### src/rtl/core_pkg.sv
// shared types and constants of the rhythm game sequencing core
package core_pkg;

	localparam int ADDR_W = 13; // BRAM address width
	localparam int LANES = 4;

	typedef logic [23:0] db_word_t; // beatmap word
	typedef logic [31:0] dp_word_t; // pixel word
	typedef logic [ADDR_W-1:0] tbl_addr_t;

	// stream aux_info codes
	localparam logic [7:0] TBL_DB = 8'd0;
	localparam logic [7:0] TBL_DP = 8'd2;

	typedef enum logic [3:0] {
		INIT,
		LOAD_DB,
		W_LOAD_DB,
		LOAD_DP,
		W_LOAD_DP,
		SCAN_DB,
		W_SCAN_DB,
		SCAN_DP,
		W_SCAN_DP,
		PLAY
	} phase_t;

	typedef struct packed {
		tbl_addr_t [LANES-1:0] size;
		tbl_addr_t [LANES-1:0] base;
	} lane_table_t;

	// request side of the storage stream
	typedef struct packed {
		logic [7:0] init_index;
		logic [7:0] aux_info;
		logic       request_data;
		logic       restart;
	} pre_req_t;

	typedef struct packed {
		tbl_addr_t addr;
		db_word_t  data;
		logic      en;
	} db_wr_t;

	typedef struct packed {
		tbl_addr_t addr;
		dp_word_t  data;
		logic      en;
	} dp_wr_t;

	typedef struct packed {
		tbl_addr_t addr;
		logic      en;
	} rd_req_t;

endpackage

### src/rtl/table_loader.sv
// table loader, packs storage stream bytes into words and writes one table BRAM
`timescale 1ns/10ps

module table_loader import core_pkg::*; #(
	parameter type word_t = db_word_t,
	parameter logic [7:0] TBL_CODE = TBL_DB
) (
	input  logic       CLK,
	input  logic       RESET_L,
	input  logic       start,
	input  logic [7:0] song_selection,
	input  logic [7:0] pre_data,
	input  logic       pre_data_ready,
	input  logic       pre_transmit_finished,
	output pre_req_t   req,
	output tbl_addr_t  wr_addr,
	output word_t      wr_data,
	output logic       wr_en,
	output logic       done
);

	localparam int W = $bits(word_t);
	localparam int BYTES = W / 8;
	localparam int BC_W = $clog2(BYTES);

	typedef enum logic [1:0] {L_IDLE, L_RESTART, L_REQ, L_WAIT} ld_state_t;

	ld_state_t state;
	logic [BC_W-1:0] byte_cnt;
	logic last_byte;
	word_t word_q;
	tbl_addr_t addr_q;

	assign last_byte = byte_cnt == BC_W'(BYTES - 1);

	always_ff @(posedge CLK) begin
		if (!RESET_L) begin
			state <= L_IDLE;
			byte_cnt <= '0;
			addr_q <= '0;
			wr_en <= 1'b0;
			done <= 1'b0;
		end else begin
			wr_en <= 1'b0;
			done <= 1'b0;
			if (wr_en)
				addr_q <= addr_q + 1'b1; // next word slot
			case (state)
				L_IDLE: begin
					if (start)
						state <= L_RESTART;
				end
				L_RESTART: begin
					state <= L_REQ;
					byte_cnt <= '0;
					addr_q <= '0;
				end
				L_REQ: state <= L_WAIT;
				L_WAIT: begin
					if (pre_data_ready) begin
						state <= L_REQ;
						byte_cnt <= last_byte ? '0 : byte_cnt + 1'b1;
						wr_en <= last_byte;
					end else if (pre_transmit_finished) begin
						state <= L_IDLE; // partial word dropped
						done <= 1'b1;
					end
				end
				default: state <= L_IDLE;
			endcase
		end
	end

	// lsb first, the newest byte enters at the top
	always_ff @(posedge CLK) begin
		if (state == L_WAIT && pre_data_ready)
			word_q <= {pre_data, word_q[W-1:8]};
	end

	always_comb begin
		req = '0;
		req.restart = state == L_RESTART;
		req.request_data = state == L_REQ;
		if (state == L_RESTART) begin
			req.init_index = song_selection;
			req.aux_info = TBL_CODE;
		end
	end

	assign wr_addr = addr_q;
	assign wr_data = word_q;

	a_no_write_idle: assert property (@(posedge CLK) disable iff (!RESET_L)
		$rose(wr_en) |-> state != L_IDLE);

endmodule

### src/rtl/header_scanner.sv
// header scanner, walks the four lane headers of one table and builds its lane table
`timescale 1ns/10ps

module header_scanner import core_pkg::*; #(
	parameter type word_t = db_word_t
) (
	input  logic        CLK,
	input  logic        RESET_L,
	input  logic        start,
	input  word_t       rd_data,
	output rd_req_t     rd,
	output lane_table_t lanes,
	output logic        done
);

	localparam int LANE_W = $clog2(LANES);

	logic active;
	logic [LANE_W-1:0] lane;
	logic [1:0] slot; // 4 cycle read slot
	logic rd_en_q;
	tbl_addr_t rd_addr_q;

	always_ff @(posedge CLK) begin
		if (!RESET_L) begin
			active <= 1'b0;
			lane <= '0;
			slot <= '0;
			rd_en_q <= 1'b0;
			done <= 1'b0;
			lanes <= '0;
		end else begin
			done <= 1'b0;
			if (!active) begin
				if (start) begin
					active <= 1'b1;
					lane <= '0;
					slot <= '0;
				end
			end else begin
				slot <= slot + 1'b1;
				case (slot)
					2'd0: rd_en_q <= 1'b1;
					2'd3: begin
						rd_en_q <= 1'b0;
						lanes.size[lane] <= rd_data[ADDR_W-1:0];
						lanes.base[lane] <= rd_addr_q + 1'b1; // body follows its header
						lane <= lane + 1'b1;
						if (lane == LANE_W'(LANES - 1)) begin
							active <= 1'b0;
							done <= 1'b1;
						end
					end
					default: ;
				endcase
			end
		end
	end

	// header of lane k sits right after the body of lane k-1
	always_ff @(posedge CLK) begin
		if (active && slot == 2'd0)
			rd_addr_q <= (lane == '0) ? '0 :
				lanes.base[lane - 1'b1] + lanes.size[lane - 1'b1];
	end

	assign rd = '{addr: rd_addr_q, en: rd_en_q};

	a_rd_idle: assert property (@(posedge CLK) disable iff (!RESET_L)
		!active |-> !rd.en);

endmodule

### src/rtl/play_timer.sv
// play timer, update, audio and draw ticks plus the delayed song sample requests
`timescale 1ns/10ps

module play_timer #(
	parameter int UPDATE_PERIOD = 100000,
	parameter int AUDIO_PERIOD = 2267,
	parameter int DRAW_PERIOD = 1680000,
	parameter int PLAY_DELAY = 66150
) (
	input  logic       CLK,
	input  logic       RESET_L,
	input  logic       play,
	input  logic [7:0] song_data_in,
	input  logic       song_data_ready,
	output logic       update_tick,
	output logic       draw_tick,
	output logic       song_request_data,
	output logic [7:0] main_audio_out,
	output logic       audio_en
);

	localparam int UPD_W = $clog2(UPDATE_PERIOD + 1);
	localparam int AUD_W = $clog2(AUDIO_PERIOD + 1);
	localparam int DRW_W = $clog2(DRAW_PERIOD + 1);
	localparam int DLY_W = $clog2(PLAY_DELAY + 1);

	logic [UPD_W-1:0] upd_cnt;
	logic [AUD_W-1:0] aud_cnt;
	logic [DRW_W-1:0] drw_cnt;
	logic [DLY_W-1:0] delay_cnt; // saturates at PLAY_DELAY
	logic upd_wrap, aud_wrap, drw_wrap, delay_full;

	assign upd_wrap = upd_cnt == UPD_W'(UPDATE_PERIOD - 1);
	assign aud_wrap = aud_cnt == AUD_W'(AUDIO_PERIOD - 1);
	assign drw_wrap = drw_cnt == DRW_W'(DRAW_PERIOD - 1);
	assign delay_full = delay_cnt == DLY_W'(PLAY_DELAY);

	always_ff @(posedge CLK) begin
		if (!RESET_L) begin
			upd_cnt <= '0;
			aud_cnt <= '0;
			drw_cnt <= '0;
			delay_cnt <= '0;
			update_tick <= 1'b0;
			draw_tick <= 1'b0;
			song_request_data <= 1'b0;
			main_audio_out <= '0;
		end else begin
			if (play) begin
				upd_cnt <= upd_wrap ? '0 : upd_cnt + 1'b1;
				aud_cnt <= aud_wrap ? '0 : aud_cnt + 1'b1;
				drw_cnt <= drw_wrap ? '0 : drw_cnt + 1'b1;
				if (aud_wrap && !delay_full)
					delay_cnt <= delay_cnt + 1'b1;
			end
			update_tick <= play && upd_wrap;
			draw_tick <= play && drw_wrap;
			song_request_data <= play && aud_wrap && delay_full;
			if (song_data_ready)
				main_audio_out <= song_data_in; // latched in any phase
		end
	end

	assign audio_en = play;

	a_req_after_delay: assert property (@(posedge CLK) disable iff (!RESET_L)
		song_request_data |-> $past(delay_full));

endmodule

### src/rtl/core_sequencer.sv
// phase FSM of the core and owner mux of the storage stream
`timescale 1ns/10ps

module core_sequencer import core_pkg::*; (
	input  logic     CLK,
	input  logic     RESET_L,
	input  pre_req_t db_req,
	input  pre_req_t dp_req,
	input  logic     db_load_done,
	input  logic     dp_load_done,
	input  logic     db_scan_done,
	input  logic     dp_scan_done,
	output phase_t   phase,
	output logic     db_load_start,
	output logic     dp_load_start,
	output logic     db_scan_start,
	output logic     dp_scan_start,
	output logic     play,
	output pre_req_t pre_req
);

	phase_t phase_nxt;

	always_ff @(posedge CLK) begin
		if (!RESET_L)
			phase <= INIT;
		else
			phase <= phase_nxt;
	end

	always_comb begin
		case (phase)
			INIT:      phase_nxt = LOAD_DB;
			LOAD_DB:   phase_nxt = W_LOAD_DB;
			W_LOAD_DB: phase_nxt = db_load_done ? LOAD_DP : W_LOAD_DB;
			LOAD_DP:   phase_nxt = W_LOAD_DP;
			W_LOAD_DP: phase_nxt = dp_load_done ? SCAN_DB : W_LOAD_DP;
			SCAN_DB:   phase_nxt = W_SCAN_DB;
			W_SCAN_DB: phase_nxt = db_scan_done ? SCAN_DP : W_SCAN_DB;
			SCAN_DP:   phase_nxt = W_SCAN_DP;
			W_SCAN_DP: phase_nxt = dp_scan_done ? PLAY : W_SCAN_DP;
			PLAY:      phase_nxt = PLAY; // stays until reset
			default:   phase_nxt = INIT;
		endcase
	end

	assign db_load_start = phase == LOAD_DB;
	assign dp_load_start = phase == LOAD_DP;
	assign db_scan_start = phase == SCAN_DB;
	assign dp_scan_start = phase == SCAN_DP;
	assign play = phase == PLAY;

	// stream belongs to the loader of the current load phase
	always_comb begin
		case (phase)
			LOAD_DB, W_LOAD_DB: pre_req = db_req;
			LOAD_DP, W_LOAD_DP: pre_req = dp_req;
			default:            pre_req = '0;
		endcase
	end

	a_play_sticky: assert property (@(posedge CLK) disable iff (!RESET_L)
		phase == PLAY |=> phase == PLAY);

endmodule

### src/rtl/core_top.sv
// top of the rhythm game sequencing core, table loading, header scan and play timing
`timescale 1ns/10ps

module core_top import core_pkg::*; #(
	parameter int UPDATE_PERIOD = 100000,
	parameter int AUDIO_PERIOD = 2267,
	parameter int DRAW_PERIOD = 1680000,
	parameter int PLAY_DELAY = 66150
) (
	input  logic        CLK,
	input  logic        RESET_L,
	input  logic [7:0]  song_selection,
	// storage stream
	output pre_req_t    pre_req,
	input  logic [7:0]  pre_data,
	input  logic        pre_data_ready,
	input  logic        pre_transmit_finished,
	// BRAM ports
	output db_wr_t      db_wr,
	output dp_wr_t      dp_wr,
	output rd_req_t     db_rd,
	output rd_req_t     dp_rd,
	input  db_word_t    db_rd_data,
	input  dp_word_t    dp_rd_data,
	// audio
	output logic        song_request_data,
	input  logic [7:0]  song_data_in,
	input  logic        song_data_ready,
	output logic [7:0]  main_audio_out,
	output logic        audio_en,
	output logic        update_tick,
	output logic        draw_tick,
	output lane_table_t db_lanes,
	output lane_table_t dp_lanes,
	output phase_t      debug_phase
);

	pre_req_t db_req, dp_req;
	logic db_load_start, dp_load_start, db_scan_start, dp_scan_start;
	logic db_load_done, dp_load_done, db_scan_done, dp_scan_done;
	logic play;
	tbl_addr_t db_wr_addr, dp_wr_addr;
	db_word_t db_wr_data;
	dp_word_t dp_wr_data;
	logic db_wr_en, dp_wr_en;

	core_sequencer u_seq (
		.CLK(CLK), .RESET_L(RESET_L),
		.db_req(db_req), .dp_req(dp_req),
		.db_load_done(db_load_done), .dp_load_done(dp_load_done),
		.db_scan_done(db_scan_done), .dp_scan_done(dp_scan_done),
		.phase(debug_phase),
		.db_load_start(db_load_start), .dp_load_start(dp_load_start),
		.db_scan_start(db_scan_start), .dp_scan_start(dp_scan_start),
		.play(play), .pre_req(pre_req)
	);

	table_loader #(.word_t(db_word_t), .TBL_CODE(TBL_DB)) u_load_db (
		.CLK(CLK), .RESET_L(RESET_L), .start(db_load_start),
		.song_selection(song_selection), .pre_data(pre_data),
		.pre_data_ready(pre_data_ready), .pre_transmit_finished(pre_transmit_finished),
		.req(db_req), .wr_addr(db_wr_addr), .wr_data(db_wr_data),
		.wr_en(db_wr_en), .done(db_load_done)
	);

	table_loader #(.word_t(dp_word_t), .TBL_CODE(TBL_DP)) u_load_dp (
		.CLK(CLK), .RESET_L(RESET_L), .start(dp_load_start),
		.song_selection(song_selection), .pre_data(pre_data),
		.pre_data_ready(pre_data_ready), .pre_transmit_finished(pre_transmit_finished),
		.req(dp_req), .wr_addr(dp_wr_addr), .wr_data(dp_wr_data),
		.wr_en(dp_wr_en), .done(dp_load_done)
	);

	assign db_wr = '{addr: db_wr_addr, data: db_wr_data, en: db_wr_en};
	assign dp_wr = '{addr: dp_wr_addr, data: dp_wr_data, en: dp_wr_en};

	header_scanner #(.word_t(db_word_t)) u_scan_db (
		.CLK(CLK), .RESET_L(RESET_L), .start(db_scan_start),
		.rd_data(db_rd_data), .rd(db_rd), .lanes(db_lanes), .done(db_scan_done)
	);

	header_scanner #(.word_t(dp_word_t)) u_scan_dp (
		.CLK(CLK), .RESET_L(RESET_L), .start(dp_scan_start),
		.rd_data(dp_rd_data), .rd(dp_rd), .lanes(dp_lanes), .done(dp_scan_done)
	);

	play_timer #(
		.UPDATE_PERIOD(UPDATE_PERIOD),
		.AUDIO_PERIOD(AUDIO_PERIOD),
		.DRAW_PERIOD(DRAW_PERIOD),
		.PLAY_DELAY(PLAY_DELAY)
	) u_timer (
		.CLK(CLK), .RESET_L(RESET_L), .play(play),
		.song_data_in(song_data_in), .song_data_ready(song_data_ready),
		.update_tick(update_tick), .draw_tick(draw_tick),
		.song_request_data(song_request_data),
		.main_audio_out(main_audio_out), .audio_en(audio_en)
	);

endmodule

### config.mk
export PLATFORM = sky130hd
export DESIGN_NAME = core_top
export DESIGN_NICKNAME = d
export VERILOG_FILES = /design/src/rtl/core_pkg.sv /design/src/rtl/table_loader.sv /design/src/rtl/header_scanner.sv /design/src/rtl/play_timer.sv /design/src/rtl/core_sequencer.sv /design/src/rtl/core_top.sv
export SDC_FILE = /design/constraint.sdc
export NUM_CORES = 1
export LEC_CHECK = 0
export BUFFER_PORTS_ARGS = -buffer_cell sky130_fd_sc_hd__buf_2
export CORE_MARGIN = 5
export CORE_UTILIZATION = 50
export CTS_CLUSTER_DIAMETER = 30
export DETAILED_ROUTE_END_ITERATION = 12
export HOLD_SLACK_MARGIN = 0.1
export PLACE_DENSITY_LB_ADDON = 0.3
export SLEW_MARGIN = 20
export SYNTH_ARGS = -nofsm -noshare
export SYNTH_HDL_FRONTEND = slang
export SYNTH_SLANG_ARGS = --single-unit
### constraint.sdc
create_clock -name CLK -period 13 [get_ports CLK]
set_input_delay 1.95 -clock CLK [delete_from_list [all_inputs] [get_ports CLK]]
set_output_delay 1.95 -clock CLK [all_outputs]
set_load 0.05 [all_outputs]
==> run_results.csv <==
group,metric,value,unit
power,power-per-cell-area,168,mW/mm^2
critical_path,crit_cells,6,
yosys,muxShareOfSynthArea,7.17,%
placed_design,gp_congestion,0.868,
global_route,grt_usage,25.7,%
min_path,hold_class,"register to register",
cells_and_area,fin_nets,2377,
clock_network,clock_path_buffers,3,
yosys,synth_top_area_share,37.5,%
sta,worst_slew_pin_slew,0.969,ns
yosys,synth_edf_count,82,
clock_network,clock_latency,0.60,ns
clock_network,cts.sinks,424,
sta,relSlewSlack,35.3,%
floorplanning,coreArea,0.0363,mm^2
clock_network,cts_root_buf,"clkbuf_16",
sta,drv_slew,0,
cells_and_area,fill_cells,2811,
sta,finalCriticalPeriod,4.67,ns
cells_and_area,syn_to_final_growth,30.9,%
placed_design,placed_cells,2616,
detailed_routing,drt.antenna.violating_nets,0,
sta,fin_crit_sh,35.9,%
yosys,syn_area,0.0182,mm^2
critical_path,max_stage_delay,0.51,ns
detailed_routing,drt_iter0_markers,966,
critical_path,r2r-start,"u_scan_db.lane[0]",
job,cap_violations,0,
cells_and_area,regArea,0.00931,mm^2
cells_and_area,finalNonFillerCells,2792,
global_route,overflow,0,
critical_path,rr_endpoint,"u_scan_db.rd_addr_q[11]",
sta,setup_ws,8.33,ns
detailed_routing,via_per_inst,5.64,
global_route,grt_pass1_vias,15800,
clock_network,post_cts_resized,0,
critical_path,crit_required,11.05,ns
yosys,synth_warnings,0,
clock_network,cts_made_buffers,93,
yosys,yosysTopAreaCell,"dfxtp_1",
detailed_routing,detail_route.wl_per_cell,19.3,um
sta,fin_skew,0.0213,ns
yosys,synth_top_family_by_area,"simple AND/OR/NAND/NOR gates",
sta,fmax,0.214,GHz
detailed_routing,drtPass1Iterations,6,
yosys,synth_compound_area_share,11.8,%
detailed_routing,routed_wl,54000,um
critical_path,cp_max_fo,15,
yosys,synth_cells,1843,
sta,setup_viol,0,
clock_network,post_cts_buffers,0,
placed_design,place_hpwl,36200,um
detailed_routing,num_vias,15800,
cells_and_area,drive_gt1_share,27.8,%
critical_path,path_common_cell,"a21oi_1",
placed_design,io_buffers,401,
critical_path,cp-startpoint,"u_seq.phase[1]",
yosys,synth_fa_ha_area_share,3.44,%
yosys,synth-simple-area-share,17.6,%
floorplanning,pin_count,439,
critical_path,reg2reg_depth,11,
power,leakagePower,9.83,nW
clock_network,cts_tree,"done",
status,status,"complete, no violations",
placed_design,pre_cts_slack,8.41,ns
critical_path,cp_data_arrival_time,2.72,ns
yosys,synthArstFlopShare,0,%
floorplanning,fp.dieW,201,um
critical_path,cp_top_family,"simple AND/OR/NAND/NOR gates",
critical_path,rrSetupSlack,8.37,ns
yosys,avgSynthCellArea,9.90,um^2
clock_network,htreeDepth,3,
cells_and_area,multiInputGateArea,0.00835,mm^2
critical_path,cp-end-kind,"output port",
clock_network,hold_buffers,0,
global_route,grt_pass1_wl,85600,um
cells_and_area,layout_commonest_cell,"buf_2",
floorplanning,dieArea,0.0404,mm^2
sta,hold_violations,0,
critical_path,worstSetupEndpoint,"pre_req[17]",
yosys,ys_seq_area_share,51.0,%
yosys,synth.area.top_cells,"dfxtp_1 (38%), edfxtp_1 (13%), mux4_2 (6.2%)",
critical_path,crit_slowest_cell,"or3b_2",
critical_path,cp_cell_sequence,"or3b_2 -> a21oi_1 -> o21bai_1 -> a21oi_1 -> and2_1 -> buf_2",
sta,fin_setup_tns,0,ns
critical_path,path_class,"register to output port",
yosys,synthXorXnorAreaFrac,5.47,%
floorplanning,start_util,50.2,%
global_route,antenna_found_initial,1,
global_route,grt_max_degree,97,
floorplanning,core.rowCount,70,
cells_and_area,layout_common_cells,"buf_2 (401), dfxtp_1 (341), nand2_1 (265)",
critical_path,startpoint_type,"register",
floorplanning,die_h,201,um
yosys,ys_types,66,
power,ir_drop,160,uV
sta,rsz0062_at_grt,"no",
yosys,synthFlopType,"dfxtp_1",
critical_path,cp.buffers_inverters,1,
detailed_routing,route.detailed.drc,0,
clock_network,clk_pin_slew_worst_paths,0.05,ns
power,power,4.02,mW
yosys,synth_seq_cells,424,
==> flip-flops by register name, summed over array words and instances, names as in the netlist, 12 cells and up <==
register	count
u_scan_dp.lanes	104
u_load_dp.wr_data	32
u_timer.delay_cnt	17
u_scan_db.lanes	104
u_timer.drw_cnt	21
u_load_db.wr_addr	13
u_timer.upd_cnt	17
u_load_db.wr_data	24
u_load_dp.wr_addr	13
u_scan_dp.rd_addr_q	13
u_scan_db.rd_addr_q	13
u_timer.aud_cnt	12
==> power by group <==
| part | switching [mW] | leakage (nW) | internal, mW | total (mW) |
|---|---|---|---|---|
| combinational | 0.105 | 4.66 | 0.0336 | 0.138 |
| clock | 0.760 | 1.66 | 1.74 | 2.50 |
| sequential | 0.0225 | 3.51 | 1.35 | 1.38 |
| total | 0.887 | 9.83 | 3.13 | 4.02 |
==> synth_stat cells (all sizes together), types with 43 or more instances <==
library cell  count
ha               47
nor2            184
dfxtp           342
mux4             50
clkbuf           73
edfxtp           82
o21ai            78
xnor2            43
a21oi           149
a211oi           53
xor2             71
nand2           265
==> worst min path at each step <==
stage,startpoint,to,slack (ns),cells past startpoint
floorplan,u_timer.upd_cnt[1],u_timer.upd_cnt[1],0.45,2
global placement,u_load_dp.wr_data[31],u_load_dp.wr_data[23],0.42,0
detailed placement,u_load_db.wr_data[10],u_load_db.wr_data[2],0.43,0
CTS,u_load_dp.wr_data[11],u_load_dp.wr_data[3],0.44,0
global route,u_load_dp.wr_data[11],u_load_dp.wr_data[3],0.44,0
finish,u_load_dp.wr_data[11],u_load_dp.wr_data[3],0.43,0
==> cells by family (layout without fill, tap and decap cells) <==
group / Yosys count / after routing
other: 1 / 8
adder cells (fa/ha/maj): 49 / 49
multiplexers: 68 / 68
AO/OA/AOI/OAI: 355 / 355
flip-flops: 424 / 424
buffers and inverters: 150 / 624
XOR/XNOR: 114 / 114
AND/OR/NAND/NOR: 682 / 682
==> through the flow <==
| step | hold slack (ns) | util [%] | cell area [um^2] |
|---|---|---|---|
| finish | 0.431 | 65.7 | 23900 |
| global route | 0.442 | 65.7 | 23900 |
| CTS | 0.436 | 65.7 | 23900 |
| detailed placement | 0.427 | 56.3 | 20500 |
| global placement | 0.424 | 56.3 | 20500 |
| floorplan | 0.454 | - | 18300 |
==> metal layers <==
layer | track usage, % | up-vias | part of all wire [%]
met4 | 9.34 | 0 | 2.8
li1 | - | 7360 | -
met2 | 44.6 | 667 | 50
met1 | 31.0 | 7600 | 39
met5 | 0 | - | 0
met3 | 6.43 | 130 | 7.8
==> area by class of cell <==
| class | instances | share of cell area [%] |
|---|---|---|
| flip-flops and latches | 424 | 39.0 |
| multi-input cells | 1275 | 35.0 |
| clock buffers | 123 | 11.0 |
| repair buffers | 411 | 8.72 |
| clock inverters | 52 | 3.25 |
| well taps | 468 | 2.45 |
| inverters | 38 | 0.618 |
| diodes | 1 | 0.0105 |
Power figures use the tool's default switching activity.
